--- src/logic/link_pkg.sv ---
/*
  Shared widths, types, lane bit positions and configuration constants
  for the two-lane link adapter. Every RTL file imports from here.
*/
`default_nettype none

package link_pkg;

  // Field widths of the flit
  localparam int STATE_W  = 4;
  localparam int PROTID_W = 2;
  localparam int DATA_W   = 128;
  localparam int CRC_W    = 4;
  localparam int FLIT_W   = 141;
  localparam int LANE_W   = 80;

  typedef logic [FLIT_W-1:0] flit_t;
  typedef logic [LANE_W-1:0] lane_t;
  typedef logic [15:0]       delay_t;
  typedef logic [31:0]       status_t;
  typedef logic [1:0]        marker_t;

  // Field offsets inside the flit, LSB first
  localparam int VALID_POS  = 0;
  localparam int CRCV_POS   = 1;
  localparam int CRC_POS    = 2;
  localparam int DVALID_POS = 6;
  localparam int DATA_POS   = 7;
  localparam int PROTID_POS = 135;
  localparam int STATE_POS  = 137;

  // Lane bit positions
  localparam int STB_POS         = 0;
  localparam int MRK0_POS        = 79;
  localparam int MRK1_POS        = 79;
  localparam int LANE0_DATA_BITS = 78;
  // Remainder of the flit, lane 1 bits 0 to 62
  localparam int LANE1_DATA_BITS = FLIT_W - LANE0_DATA_BITS;

  // Configuration map
  localparam logic [1:0] CFG_ADDR_X = 2'd0;
  localparam logic [1:0] CFG_ADDR_Y = 2'd1;
  localparam logic [1:0] CFG_ADDR_Z = 2'd2;

  localparam delay_t DELAY_X_RST = 16'd4;
  localparam delay_t DELAY_Y_RST = 16'd2;
  localparam delay_t DELAY_Z_RST = 16'd2;

  typedef enum logic [1:0] {RX_IDLE, RX_QUAL, RX_ONLINE} rx_state_t;
  typedef enum logic [1:0] {TX_IDLE, TX_WAIT, TX_ONLINE} tx_state_t;

endpackage

`default_nettype wire
--- src/logic/lpif_link_top.sv ---
/*
  Two-lane link adapter top. Joins the config registers, online
  sequencing, field packer and lane mapper. Single clock clk_wr.
*/
`timescale 1ns/1ps
`default_nettype none

module lpif_link_top (
  input  logic                          clk_wr,
  input  logic                          rst,
  input  logic                          tx_online,
  input  logic                          rx_online,

  // Configuration write port
  input  logic                          cfg_wr,
  input  logic [1:0]                    cfg_addr,
  input  link_pkg::delay_t              cfg_wdata,

  // PHY lanes
  output link_pkg::lane_t               tx_phy0,
  output link_pkg::lane_t               tx_phy1,
  input  link_pkg::lane_t               rx_phy0,
  input  link_pkg::lane_t               rx_phy1,

  // Downstream channel
  input  logic [link_pkg::STATE_W-1:0]  dstrm_state,
  input  logic [link_pkg::PROTID_W-1:0] dstrm_protid,
  input  logic [link_pkg::DATA_W-1:0]   dstrm_data,
  input  logic                          dstrm_dvalid,
  input  logic [link_pkg::CRC_W-1:0]    dstrm_crc,
  input  logic                          dstrm_crc_valid,
  input  logic                          dstrm_valid,

  // Upstream channel
  output logic [link_pkg::STATE_W-1:0]  ustrm_state,
  output logic [link_pkg::PROTID_W-1:0] ustrm_protid,
  output logic [link_pkg::DATA_W-1:0]   ustrm_data,
  output logic                          ustrm_dvalid,
  output logic [link_pkg::CRC_W-1:0]    ustrm_crc,
  output logic                          ustrm_crc_valid,
  output logic                          ustrm_valid,

  // Debug status
  output link_pkg::status_t             tx_downstream_debug_status,
  output link_pkg::status_t             rx_upstream_debug_status
);
  import link_pkg::*;

  ////////////////////////////////////////////////////////////////////////////
  // Interconnect

  delay_t  delay_x;
  delay_t  delay_y;
  delay_t  delay_z;
  logic    tx_online_delay;
  logic    rx_online_delay;
  marker_t tx_marker;
  logic    rx_strobe;
  flit_t   tx_flit;
  flit_t   rx_flit;

  ////////////////////////////////////////////////////////////////////////////
  // Configuration and sequencing

  link_config_regs i_link_config_regs (
    .clk_wr    (clk_wr),
    .rst       (rst),
    .cfg_wr    (cfg_wr),
    .cfg_addr  (cfg_addr),
    .cfg_wdata (cfg_wdata),
    .delay_x   (delay_x),
    .delay_y   (delay_y),
    .delay_z   (delay_z)
  );

  link_online_sync i_link_online_sync (
    .clk_wr                   (clk_wr),
    .rst                      (rst),
    .tx_online                (tx_online),
    .rx_online                (rx_online),
    .delay_x                  (delay_x),
    .delay_y                  (delay_y),
    .delay_z                  (delay_z),
    .rx_strobe                (rx_strobe),
    .tx_online_delay          (tx_online_delay),
    .tx_marker                (tx_marker),
    .rx_online_delay          (rx_online_delay),
    .rx_upstream_debug_status (rx_upstream_debug_status)
  );

  ////////////////////////////////////////////////////////////////////////////
  // Data path

  // User side fields to and from the flit word
  link_field_pack i_link_field_pack (
    .dstrm_state     (dstrm_state),
    .dstrm_protid    (dstrm_protid),
    .dstrm_data      (dstrm_data),
    .dstrm_dvalid    (dstrm_dvalid),
    .dstrm_crc       (dstrm_crc),
    .dstrm_crc_valid (dstrm_crc_valid),
    .dstrm_valid     (dstrm_valid),
    .ustrm_state     (ustrm_state),
    .ustrm_protid    (ustrm_protid),
    .ustrm_data      (ustrm_data),
    .ustrm_dvalid    (ustrm_dvalid),
    .ustrm_crc       (ustrm_crc),
    .ustrm_crc_valid (ustrm_crc_valid),
    .ustrm_valid     (ustrm_valid),
    .tx_flit         (tx_flit),
    .rx_flit         (rx_flit),
    .rx_online_delay (rx_online_delay)
  );

  // Flit to PHY lanes and back
  link_lane_map i_link_lane_map (
    .clk_wr                     (clk_wr),
    .rst                        (rst),
    .tx_flit                    (tx_flit),
    .tx_online_delay            (tx_online_delay),
    .tx_marker                  (tx_marker),
    .tx_phy0                    (tx_phy0),
    .tx_phy1                    (tx_phy1),
    .rx_phy0                    (rx_phy0),
    .rx_phy1                    (rx_phy1),
    .rx_flit                    (rx_flit),
    .rx_strobe                  (rx_strobe),
    .tx_downstream_debug_status (tx_downstream_debug_status)
  );

endmodule

`default_nettype wire

--- src/logic/link_lane_map.sv ---
/*
  Lane mapper. Registers the TX flit with strobe and marker onto two
  80-bit PHY lanes, captures the RX lanes and rebuilds the flit.
  Also counts transmitted words that carry dstrm_valid.
*/
`timescale 1ns/1ps
`default_nettype none

module link_lane_map (
  input  logic               clk_wr,
  input  logic               rst,
  input  link_pkg::flit_t    tx_flit,
  input  logic               tx_online_delay,
  input  link_pkg::marker_t  tx_marker,
  output link_pkg::lane_t    tx_phy0,
  output link_pkg::lane_t    tx_phy1,
  input  link_pkg::lane_t    rx_phy0,
  input  link_pkg::lane_t    rx_phy1,
  output link_pkg::flit_t    rx_flit,
  output logic               rx_strobe,
  output link_pkg::status_t  tx_downstream_debug_status
);
  import link_pkg::*;

  lane_t tx_lane0_nxt;
  lane_t tx_lane1_nxt;
  lane_t rx_lane0_q;
  lane_t rx_lane1_q;

  ////////////////////////////////////////////////////////////////////////////
  // TX lane build

  always_comb begin
    // Offline, both lanes stay all zero
    tx_lane0_nxt = '0;
    tx_lane1_nxt = '0;
    if (tx_online_delay) begin
      // Lane 0 strobe, flit bits 0 to 77, marker bit 0
      tx_lane0_nxt[STB_POS]                          = 1'b1;
      tx_lane0_nxt[STB_POS+1 +: LANE0_DATA_BITS]     = tx_flit[0 +: LANE0_DATA_BITS];
      tx_lane0_nxt[MRK0_POS]                         = tx_marker[0];
      // Lane 1 flit bits 78 to 140, marker bit 1
      tx_lane1_nxt[0 +: LANE1_DATA_BITS]             =
        tx_flit[LANE0_DATA_BITS +: LANE1_DATA_BITS];
      tx_lane1_nxt[MRK1_POS]                         = tx_marker[1];
      // Lane 1 bits 63 to 78 left at zero
    end
  end

  // One cycle from the dstrm fields to the PHY
  always_ff @(posedge clk_wr) begin
    if (rst) begin
      tx_phy0 <= '0;
      tx_phy1 <= '0;
    end else begin
      tx_phy0 <= tx_lane0_nxt;
      tx_phy1 <= tx_lane1_nxt;
    end
  end

  // Words sent with the valid bit set, wraps at 32 bits
  always_ff @(posedge clk_wr) begin
    if (rst) begin
      tx_downstream_debug_status <= '0;
    end else if (tx_online_delay && tx_flit[VALID_POS]) begin
      tx_downstream_debug_status <= tx_downstream_debug_status + 32'd1;
    end
  end

  ////////////////////////////////////////////////////////////////////////////
  // RX lane capture

  // Sampled every cycle
  // Cleared on reset so the strobe starts low
  always_ff @(posedge clk_wr) begin
    if (rst) begin
      rx_lane0_q <= '0;
      rx_lane1_q <= '0;
    end else begin
      rx_lane0_q <= rx_phy0;
      rx_lane1_q <= rx_phy1;
    end
  end

  assign rx_strobe = rx_lane0_q[STB_POS];

  // Reassembly, lane 1 holds the upper flit bits
  assign rx_flit = {rx_lane1_q[0 +: LANE1_DATA_BITS],
                    rx_lane0_q[STB_POS+1 +: LANE0_DATA_BITS]};

  // RX marker bits are carried but not checked here

endmodule

`default_nettype wire

--- src/logic/link_field_pack.sv ---
/*
  Packs the downstream fields into one flit word and splits the received
  flit back into upstream fields. Purely combinational.
*/
`timescale 1ns/1ps
`default_nettype none

module link_field_pack (
  // Downstream fields
  input  logic [link_pkg::STATE_W-1:0]  dstrm_state,
  input  logic [link_pkg::PROTID_W-1:0] dstrm_protid,
  input  logic [link_pkg::DATA_W-1:0]   dstrm_data,
  input  logic                          dstrm_dvalid,
  input  logic [link_pkg::CRC_W-1:0]    dstrm_crc,
  input  logic                          dstrm_crc_valid,
  input  logic                          dstrm_valid,
  // Upstream fields
  output logic [link_pkg::STATE_W-1:0]  ustrm_state,
  output logic [link_pkg::PROTID_W-1:0] ustrm_protid,
  output logic [link_pkg::DATA_W-1:0]   ustrm_data,
  output logic                          ustrm_dvalid,
  output logic [link_pkg::CRC_W-1:0]    ustrm_crc,
  output logic                          ustrm_crc_valid,
  output logic                          ustrm_valid,
  // Link side
  output link_pkg::flit_t               tx_flit,
  input  link_pkg::flit_t               rx_flit,
  input  logic                          rx_online_delay
);
  import link_pkg::*;

  ////////////////////////////////////////////////////////////////////////////
  // TX pack

  // Every flit bit is covered by a field
  assign tx_flit[VALID_POS]               = dstrm_valid;
  assign tx_flit[CRCV_POS]                = dstrm_crc_valid;
  assign tx_flit[CRC_POS    +: CRC_W]     = dstrm_crc;
  assign tx_flit[DVALID_POS]              = dstrm_dvalid;
  assign tx_flit[DATA_POS   +: DATA_W]    = dstrm_data;
  assign tx_flit[PROTID_POS +: PROTID_W]  = dstrm_protid;
  assign tx_flit[STATE_POS  +: STATE_W]   = dstrm_state;

  ////////////////////////////////////////////////////////////////////////////
  // RX unpack

  assign ustrm_state  = rx_flit[STATE_POS  +: STATE_W];
  assign ustrm_protid = rx_flit[PROTID_POS +: PROTID_W];
  assign ustrm_data   = rx_flit[DATA_POS   +: DATA_W];
  assign ustrm_crc    = rx_flit[CRC_POS    +: CRC_W];

  // Valids held low until the receiver has qualified the strobe
  assign ustrm_valid     = rx_flit[VALID_POS]  & rx_online_delay;
  assign ustrm_crc_valid = rx_flit[CRCV_POS]   & rx_online_delay;
  assign ustrm_dvalid    = rx_flit[DVALID_POS] & rx_online_delay;

endmodule

`default_nettype wire

--- src/logic/link_online_sync.sv ---
/*
  Online sequencing. Holds TX quiet for delay_y plus delay_z cycles after
  tx_online, qualifies the RX strobe for delay_x cycles after rx_online,
  runs the lane marker counter and counts strobe misses once online.
*/
`timescale 1ns/1ps
`default_nettype none

module link_online_sync (
  input  logic               clk_wr,
  input  logic               rst,
  input  logic               tx_online,
  input  logic               rx_online,
  input  link_pkg::delay_t   delay_x,
  input  link_pkg::delay_t   delay_y,
  input  link_pkg::delay_t   delay_z,
  input  logic               rx_strobe,
  output logic               tx_online_delay,
  output link_pkg::marker_t  tx_marker,
  output logic               rx_online_delay,
  output link_pkg::status_t  rx_upstream_debug_status
);
  import link_pkg::*;

  tx_state_t   tx_state;
  logic [16:0] tx_total;
  logic [16:0] tx_cnt;
  logic [16:0] tx_cnt_nxt;
  rx_state_t   rx_state;
  delay_t      rx_cnt;
  logic [16:0] rx_cnt_nxt;

  ////////////////////////////////////////////////////////////////////////////
  // TX side

  // Extra bit keeps y + z from wrapping
  assign tx_total   = {1'b0, delay_y} + {1'b0, delay_z};
  assign tx_cnt_nxt = tx_cnt + 17'd1;

  always_ff @(posedge clk_wr) begin
    if (rst) begin
      tx_state <= TX_IDLE;
      tx_cnt   <= '0;
    end else begin
      case (tx_state)
        TX_IDLE: begin
          tx_cnt <= '0;
          // Zero delay skips the wait state
          if (tx_online && (tx_total == '0)) begin
            tx_state <= TX_ONLINE;
          end else if (tx_online) begin
            tx_state <= TX_WAIT;
          end
        end
        TX_WAIT: begin
          if (!tx_online) begin
            tx_state <= TX_IDLE;
          end else if (tx_cnt_nxt >= tx_total) begin
            tx_state <= TX_ONLINE;
          end else begin
            tx_cnt <= tx_cnt_nxt;
          end
        end
        TX_ONLINE: begin
          if (!tx_online) begin
            tx_state <= TX_IDLE;
          end
        end
        default: tx_state <= TX_IDLE;
      endcase
    end
  end

  assign tx_online_delay = (tx_state == TX_ONLINE);

  // Marker restarts at 0 for the first online word
  always_ff @(posedge clk_wr) begin
    if (rst || !tx_online_delay) begin
      tx_marker <= '0;
    end else begin
      tx_marker <= tx_marker + 2'd1;
    end
  end

  ////////////////////////////////////////////////////////////////////////////
  // RX side

  assign rx_cnt_nxt = {1'b0, rx_cnt} + 17'd1;

  always_ff @(posedge clk_wr) begin
    if (rst) begin
      rx_state                 <= RX_IDLE;
      rx_cnt                   <= '0;
      rx_upstream_debug_status <= '0;
    end else begin
      case (rx_state)
        RX_IDLE: begin
          rx_cnt <= '0;
          if (rx_online) begin
            rx_state <= RX_QUAL;
          end
        end
        RX_QUAL: begin
          if (!rx_online) begin
            rx_state <= RX_IDLE;
          end else if (!rx_strobe) begin
            // Gap in the strobe, start over
            rx_cnt <= '0;
          end else if (rx_cnt_nxt >= {1'b0, delay_x}) begin
            rx_state <= RX_ONLINE;
          end else begin
            rx_cnt <= rx_cnt_nxt[15:0];
          end
        end
        RX_ONLINE: begin
          if (!rx_online) begin
            rx_state <= RX_IDLE;
          end else if (!rx_strobe) begin
            rx_upstream_debug_status <= rx_upstream_debug_status + 32'd1;
          end
        end
        default: rx_state <= RX_IDLE;
      endcase
    end
  end

  assign rx_online_delay = (rx_state == RX_ONLINE);

endmodule

`default_nettype wire

--- src/logic/link_config_regs.sv ---
/*
  Delay registers for the online sequencing block. Loaded by a
  single-cycle write strobe, no back-pressure, no read-back.
*/
`timescale 1ns/1ps
`default_nettype none

module link_config_regs (
  input  logic             clk_wr,
  input  logic             rst,
  input  logic             cfg_wr,
  input  logic [1:0]       cfg_addr,
  input  link_pkg::delay_t cfg_wdata,
  output link_pkg::delay_t delay_x,
  output link_pkg::delay_t delay_y,
  output link_pkg::delay_t delay_z
);
  import link_pkg::*;

  ////////////////////////////////////////////////////////////////////////////
  // Register file

  // RX strobe qualification length
  always_ff @(posedge clk_wr) begin
    if (rst) begin
      delay_x <= DELAY_X_RST;
    end else if (cfg_wr && (cfg_addr == CFG_ADDR_X)) begin
      delay_x <= cfg_wdata;
    end
  end

  // First part of the TX online delay
  always_ff @(posedge clk_wr) begin
    if (rst) begin
      delay_y <= DELAY_Y_RST;
    end else if (cfg_wr && (cfg_addr == CFG_ADDR_Y)) begin
      delay_y <= cfg_wdata;
    end
  end

  // Second part of the TX online delay
  always_ff @(posedge clk_wr) begin
    if (rst) begin
      delay_z <= DELAY_Z_RST;
    end else if (cfg_wr && (cfg_addr == CFG_ADDR_Z)) begin
      delay_z <= cfg_wdata;
    end
  end

  // Address 3 decodes to nothing, write dropped

  // Register file
  ////////////////////////////////////////////////////////////////////////////

endmodule

`default_nettype wire

--- config.mk ---
export PLATFORM = sky130hd
export DESIGN_NAME = lpif_link_top
export DESIGN_NICKNAME = d
export VERILOG_FILES = /design/src/logic/link_pkg.sv /design/src/logic/lpif_link_top.sv /design/src/logic/link_lane_map.sv /design/src/logic/link_field_pack.sv /design/src/logic/link_online_sync.sv /design/src/logic/link_config_regs.sv
export SDC_FILE = /design/constraint.sdc
export NUM_CORES = 1
export LEC_CHECK = 0
export BUFFER_PORTS_ARGS = -buffer_cell sky130_fd_sc_hd__buf_2
export CELL_PAD_IN_SITES_DETAIL_PLACEMENT = 0
export CELL_PAD_IN_SITES_GLOBAL_PLACEMENT = 1
export CORE_AREA = 2 2 270 272
export CTS_BUF_LIST = sky130_fd_sc_hd__clkbuf_8
export CTS_CLUSTER_DIAMETER = 40
export DETAILED_ROUTE_END_ITERATION = 10
export DIE_AREA = 0 0 272 274
export MAX_ROUTING_LAYER = met4
export PLACE_DENSITY = 0.56
export SYNTH_ARGS = -nofsm -noshare
export SYNTH_HDL_FRONTEND = slang
export SYNTH_SLANG_ARGS = --single-unit
--- constraint.sdc ---
create_clock -name clk_wr -period 6.3 [get_ports clk_wr]
set_input_delay 0.945 -clock clk_wr [delete_from_list [all_inputs] [get_ports clk_wr]]
set_output_delay 0.945 -clock clk_wr [all_outputs]
set_load 0.01 [all_outputs]
==> results.toml <==
[outcome]
status = "finished, final reports clean"

[finish]
multi_input_area_sq_um = 6640
final_layout_size_suffix_gt1_frac = 0.342
areaGrowthSynthToFinish_pct = 30.1
n_fill_cell = 7688
layout.nets = 2659
fin_util = 0.306
seq_area_sq_um = 8750

[critical_path]
critPathRequiredTime_ns = 6.87
cp_max_fo = 9
path_class = "reg2reg"
critPathCaptureType = "register"
startpoint_type = "register"
worstPathArrival_ns = 5.37

[logic_synthesis]
synthTopCellsByArea = "dfxtp_1 52%, buf_4 6.9%, nor2b_1 5.6%"
synthArstFlopShare = 0
syn_area_sq_um = 16900
synth_commonest_cells = "437 x dfxtp_1, 164 x nand2_1, 155 x buf_4"
synth_top_area_frac = 0.518
synth-main-ff-cell = "dfxtp_1"
synth_warnings = 0
postSynthAreaPerCell_sq_um = 9.69
netlist_instances = 1745
synth_edf_count = 0
seq_area_frac_synth = 0.518
synth.most_common_cell = "dfxtp_1"
yosys.area.top_type = "dfxtp_1"
ys_seq_elements = 437
ys_types = 69

[worst_hold_path]
hp-class = "in2reg"

[timing]
tns_ns = 0
period_minus_slack_ns = 4.81
fin_worst_skew_ns = 0.0279
tightest_slew_ns = 1.11
rsz0062_at_grt = "false"
max_freq_mhz = 208
maxSlewHeadroom = 0.259
final-hold-violation-count = 0
setup_violations = 0
fin_crit_sh = 0.763
finalMaxSlewViolations = 0
setup_slack_ns = 1.49

[clock_network]
clkTransAtPathRegs_ns = 0.06
cts_inserted_buffers = 86
worstSkewPairLatency_ns = 0.68
cts.path.max_buffers = 3
ctsRootBufferMaster = "clkbuf_8"
cts_sinks = 437
cts_resized = 0
postCtsHoldBufs = 0
cts-htree-levels = 3
cts_tree = "built"
cts_setup_buffers = 0

[placement]
preCtsSetupSlack_ns = 1.46
dp_hpwl_mm = 45.6
port_buffers = 654
place_congestion = 0.825

[global_route]
antenna_found_initial = 20
use_met1 = 0.169
grt_use_met3 = 0.0469
grt_pass1_vias = 13500
grt-ovfl-total = 0
grt_use_met2 = 0.250
grt_max_degree = 114
grt_pass1_wl_mm = 83.6
top_usage_layer = "met2"
grt_util_all_layers = 0.154

[flow_run]
cap_violations = 0

[floorplanning]
core_area_sq_um = 72000
die_area_sq_um = 74500
fp.dieW_um = 272
die_h_um = 274
pin_count = 689
start_util = 0.235
num_rows = 99

[detailed_routing]
vias_per_cell = 4.06
ant_nets = 0
first_pass_iters = 4
drtIter0Drc = 562
num_vias = 13500
drc = 0
routed_wl_mm = 58.8
wl_per_cell_um = 17.7

[pwr]
vdd_drop_max_v = 0.000147
p_leak_nw = 10.4
power_density_nw_per_um2 = 293
## power breakdown
group          total (W)  leakage [nW]  internal (W)  switching, W
clock network    0.00315          1.06       0.00187       0.00128
logic           0.000403          5.74      0.000183      0.000221
registers        0.00288          3.56       0.00284     0.0000376
## through the flow
stage	hold WS (ns)	area, sq um	std cells	total power [W]
detailed placement	0.443	20000	3152	0.00335
finish	0.446	22000	3320	0.00643
global placement	0.434	20000	3152	0.00334
floorplan	0.421	17000	1760	0.00319
global route	0.404	22000	3315	0.00673
CTS	0.372	22000	3306	0.00657
## cell type report
class | instances | area share
antenna | 14 | 0.00159
clock buffer | 104 | 0.0651
clock inverter | 50 | 0.0218
inverter | 37 | 0.00637
multi-input combinational | 1060 | 0.302
sequential | 437 | 0.398
tap | 959 | 0.0546
timing repair buffer | 659 | 0.151
## path summary, 6_finish.rpt
check / from / to / slack, ns / cells past startpoint
max: i_link_config_regs.delay_y[0]$_SDFFE_PP0P_ / i_link_online_sync.tx_cnt[0]$_SDFFE_PP0P_ / 1.49 / 14
min: dstrm_data[72] / i_link_lane_map.tx_phy1[1]$_SDFF_PP0_ / 0.45 / 2
max reg2reg: i_link_config_regs.delay_y[0]$_SDFFE_PP0P_ / i_link_online_sync.tx_cnt[0]$_SDFFE_PP0P_ / 1.49 / 14
min reg2reg: i_link_online_sync.tx_marker[0]$_SDFF_PP0_ / i_link_online_sync.tx_marker[0]$_SDFF_PP0_ / 0.45 / 1
## per-layer routing
layer | wire, um | vias to the layer above
met3 | 4640 | 107
met5 | 0 | -
li1 | - | 6654
met4 | 2070 | 0
met1 | 23500 | 6185
met2 | 28600 | 522
## critical path, cell delays in order (launching register included)
cell	delay, ns
dfxtp_1	0.31
ha_1	0.22
fa_1	0.41
a21o_1	0.21
a22o_1	0.21
o41ai_1	0.44
o21ai_1	0.19
xnor2_1	0.18
ha_1	0.35
a2111oi_2	0.36
o41ai_1	0.13
o41a_1	0.61
a21oi_2	0.44
nor2_1	0.26
mux2_2	0.35
## cells by family after synthesis
kind of cell    synth area share
flops                      0.518
compound gates            0.0719
simple gates               0.223
other cells             0.000222
mux                      0.00363
fa+ha+maj                 0.0404
xor+xnor                  0.0492
buf+inv                   0.0936
## sequential cells by signal, summed over array words and instances (netlist names)
register,count
i_link_lane_map.tx_phy0,80
i_link_lane_map.rx_lane0_q,79
i_link_lane_map.tx_phy1,64
i_link_lane_map.rx_lane1_q,63
i_link_lane_map.tx_downstream_debug_status,32
i_link_online_sync.rx_upstream_debug_status,32
i_link_online_sync.tx_cnt,17
i_link_config_regs.delay_x,16
i_link_config_regs.delay_y,16
i_link_config_regs.delay_z,16
i_link_online_sync.rx_cnt,16
i_link_online_sync.rx_state,2
i_link_online_sync.tx_marker,2
i_link_online_sync.tx_state,2
## layout by cell type, fill, tap and decap left out, types with 4 or more instances in the layout
cell	count
and3_1	20
clkinvlp_4	5
nor2b_1	152
diode_2	14
a21oi_1	94
and4_1	11
clkinv_2	8
a211oi_1	4
nand2b_1	6
nor3_1	4
and2_1	151
mux2i_1	5
nand4_1	20
clkbuf_8	104
nand3b_1	4
dfxtp_1	437
ha_1	53
nand3_1	50
xnor2_1	45
o21ai_0	10
o21ai_1	13
buf_2	653
or3_1	13
conb_1	16
xor2_1	50
buf_4	5
bufinv_16	9
a22o_1	9
a21o_1	18
inv_1	61
a2bb2oi_1	4
nor2_1	84
nand2_1	164
No activity file was read; power rests on OpenSTA's default activity.
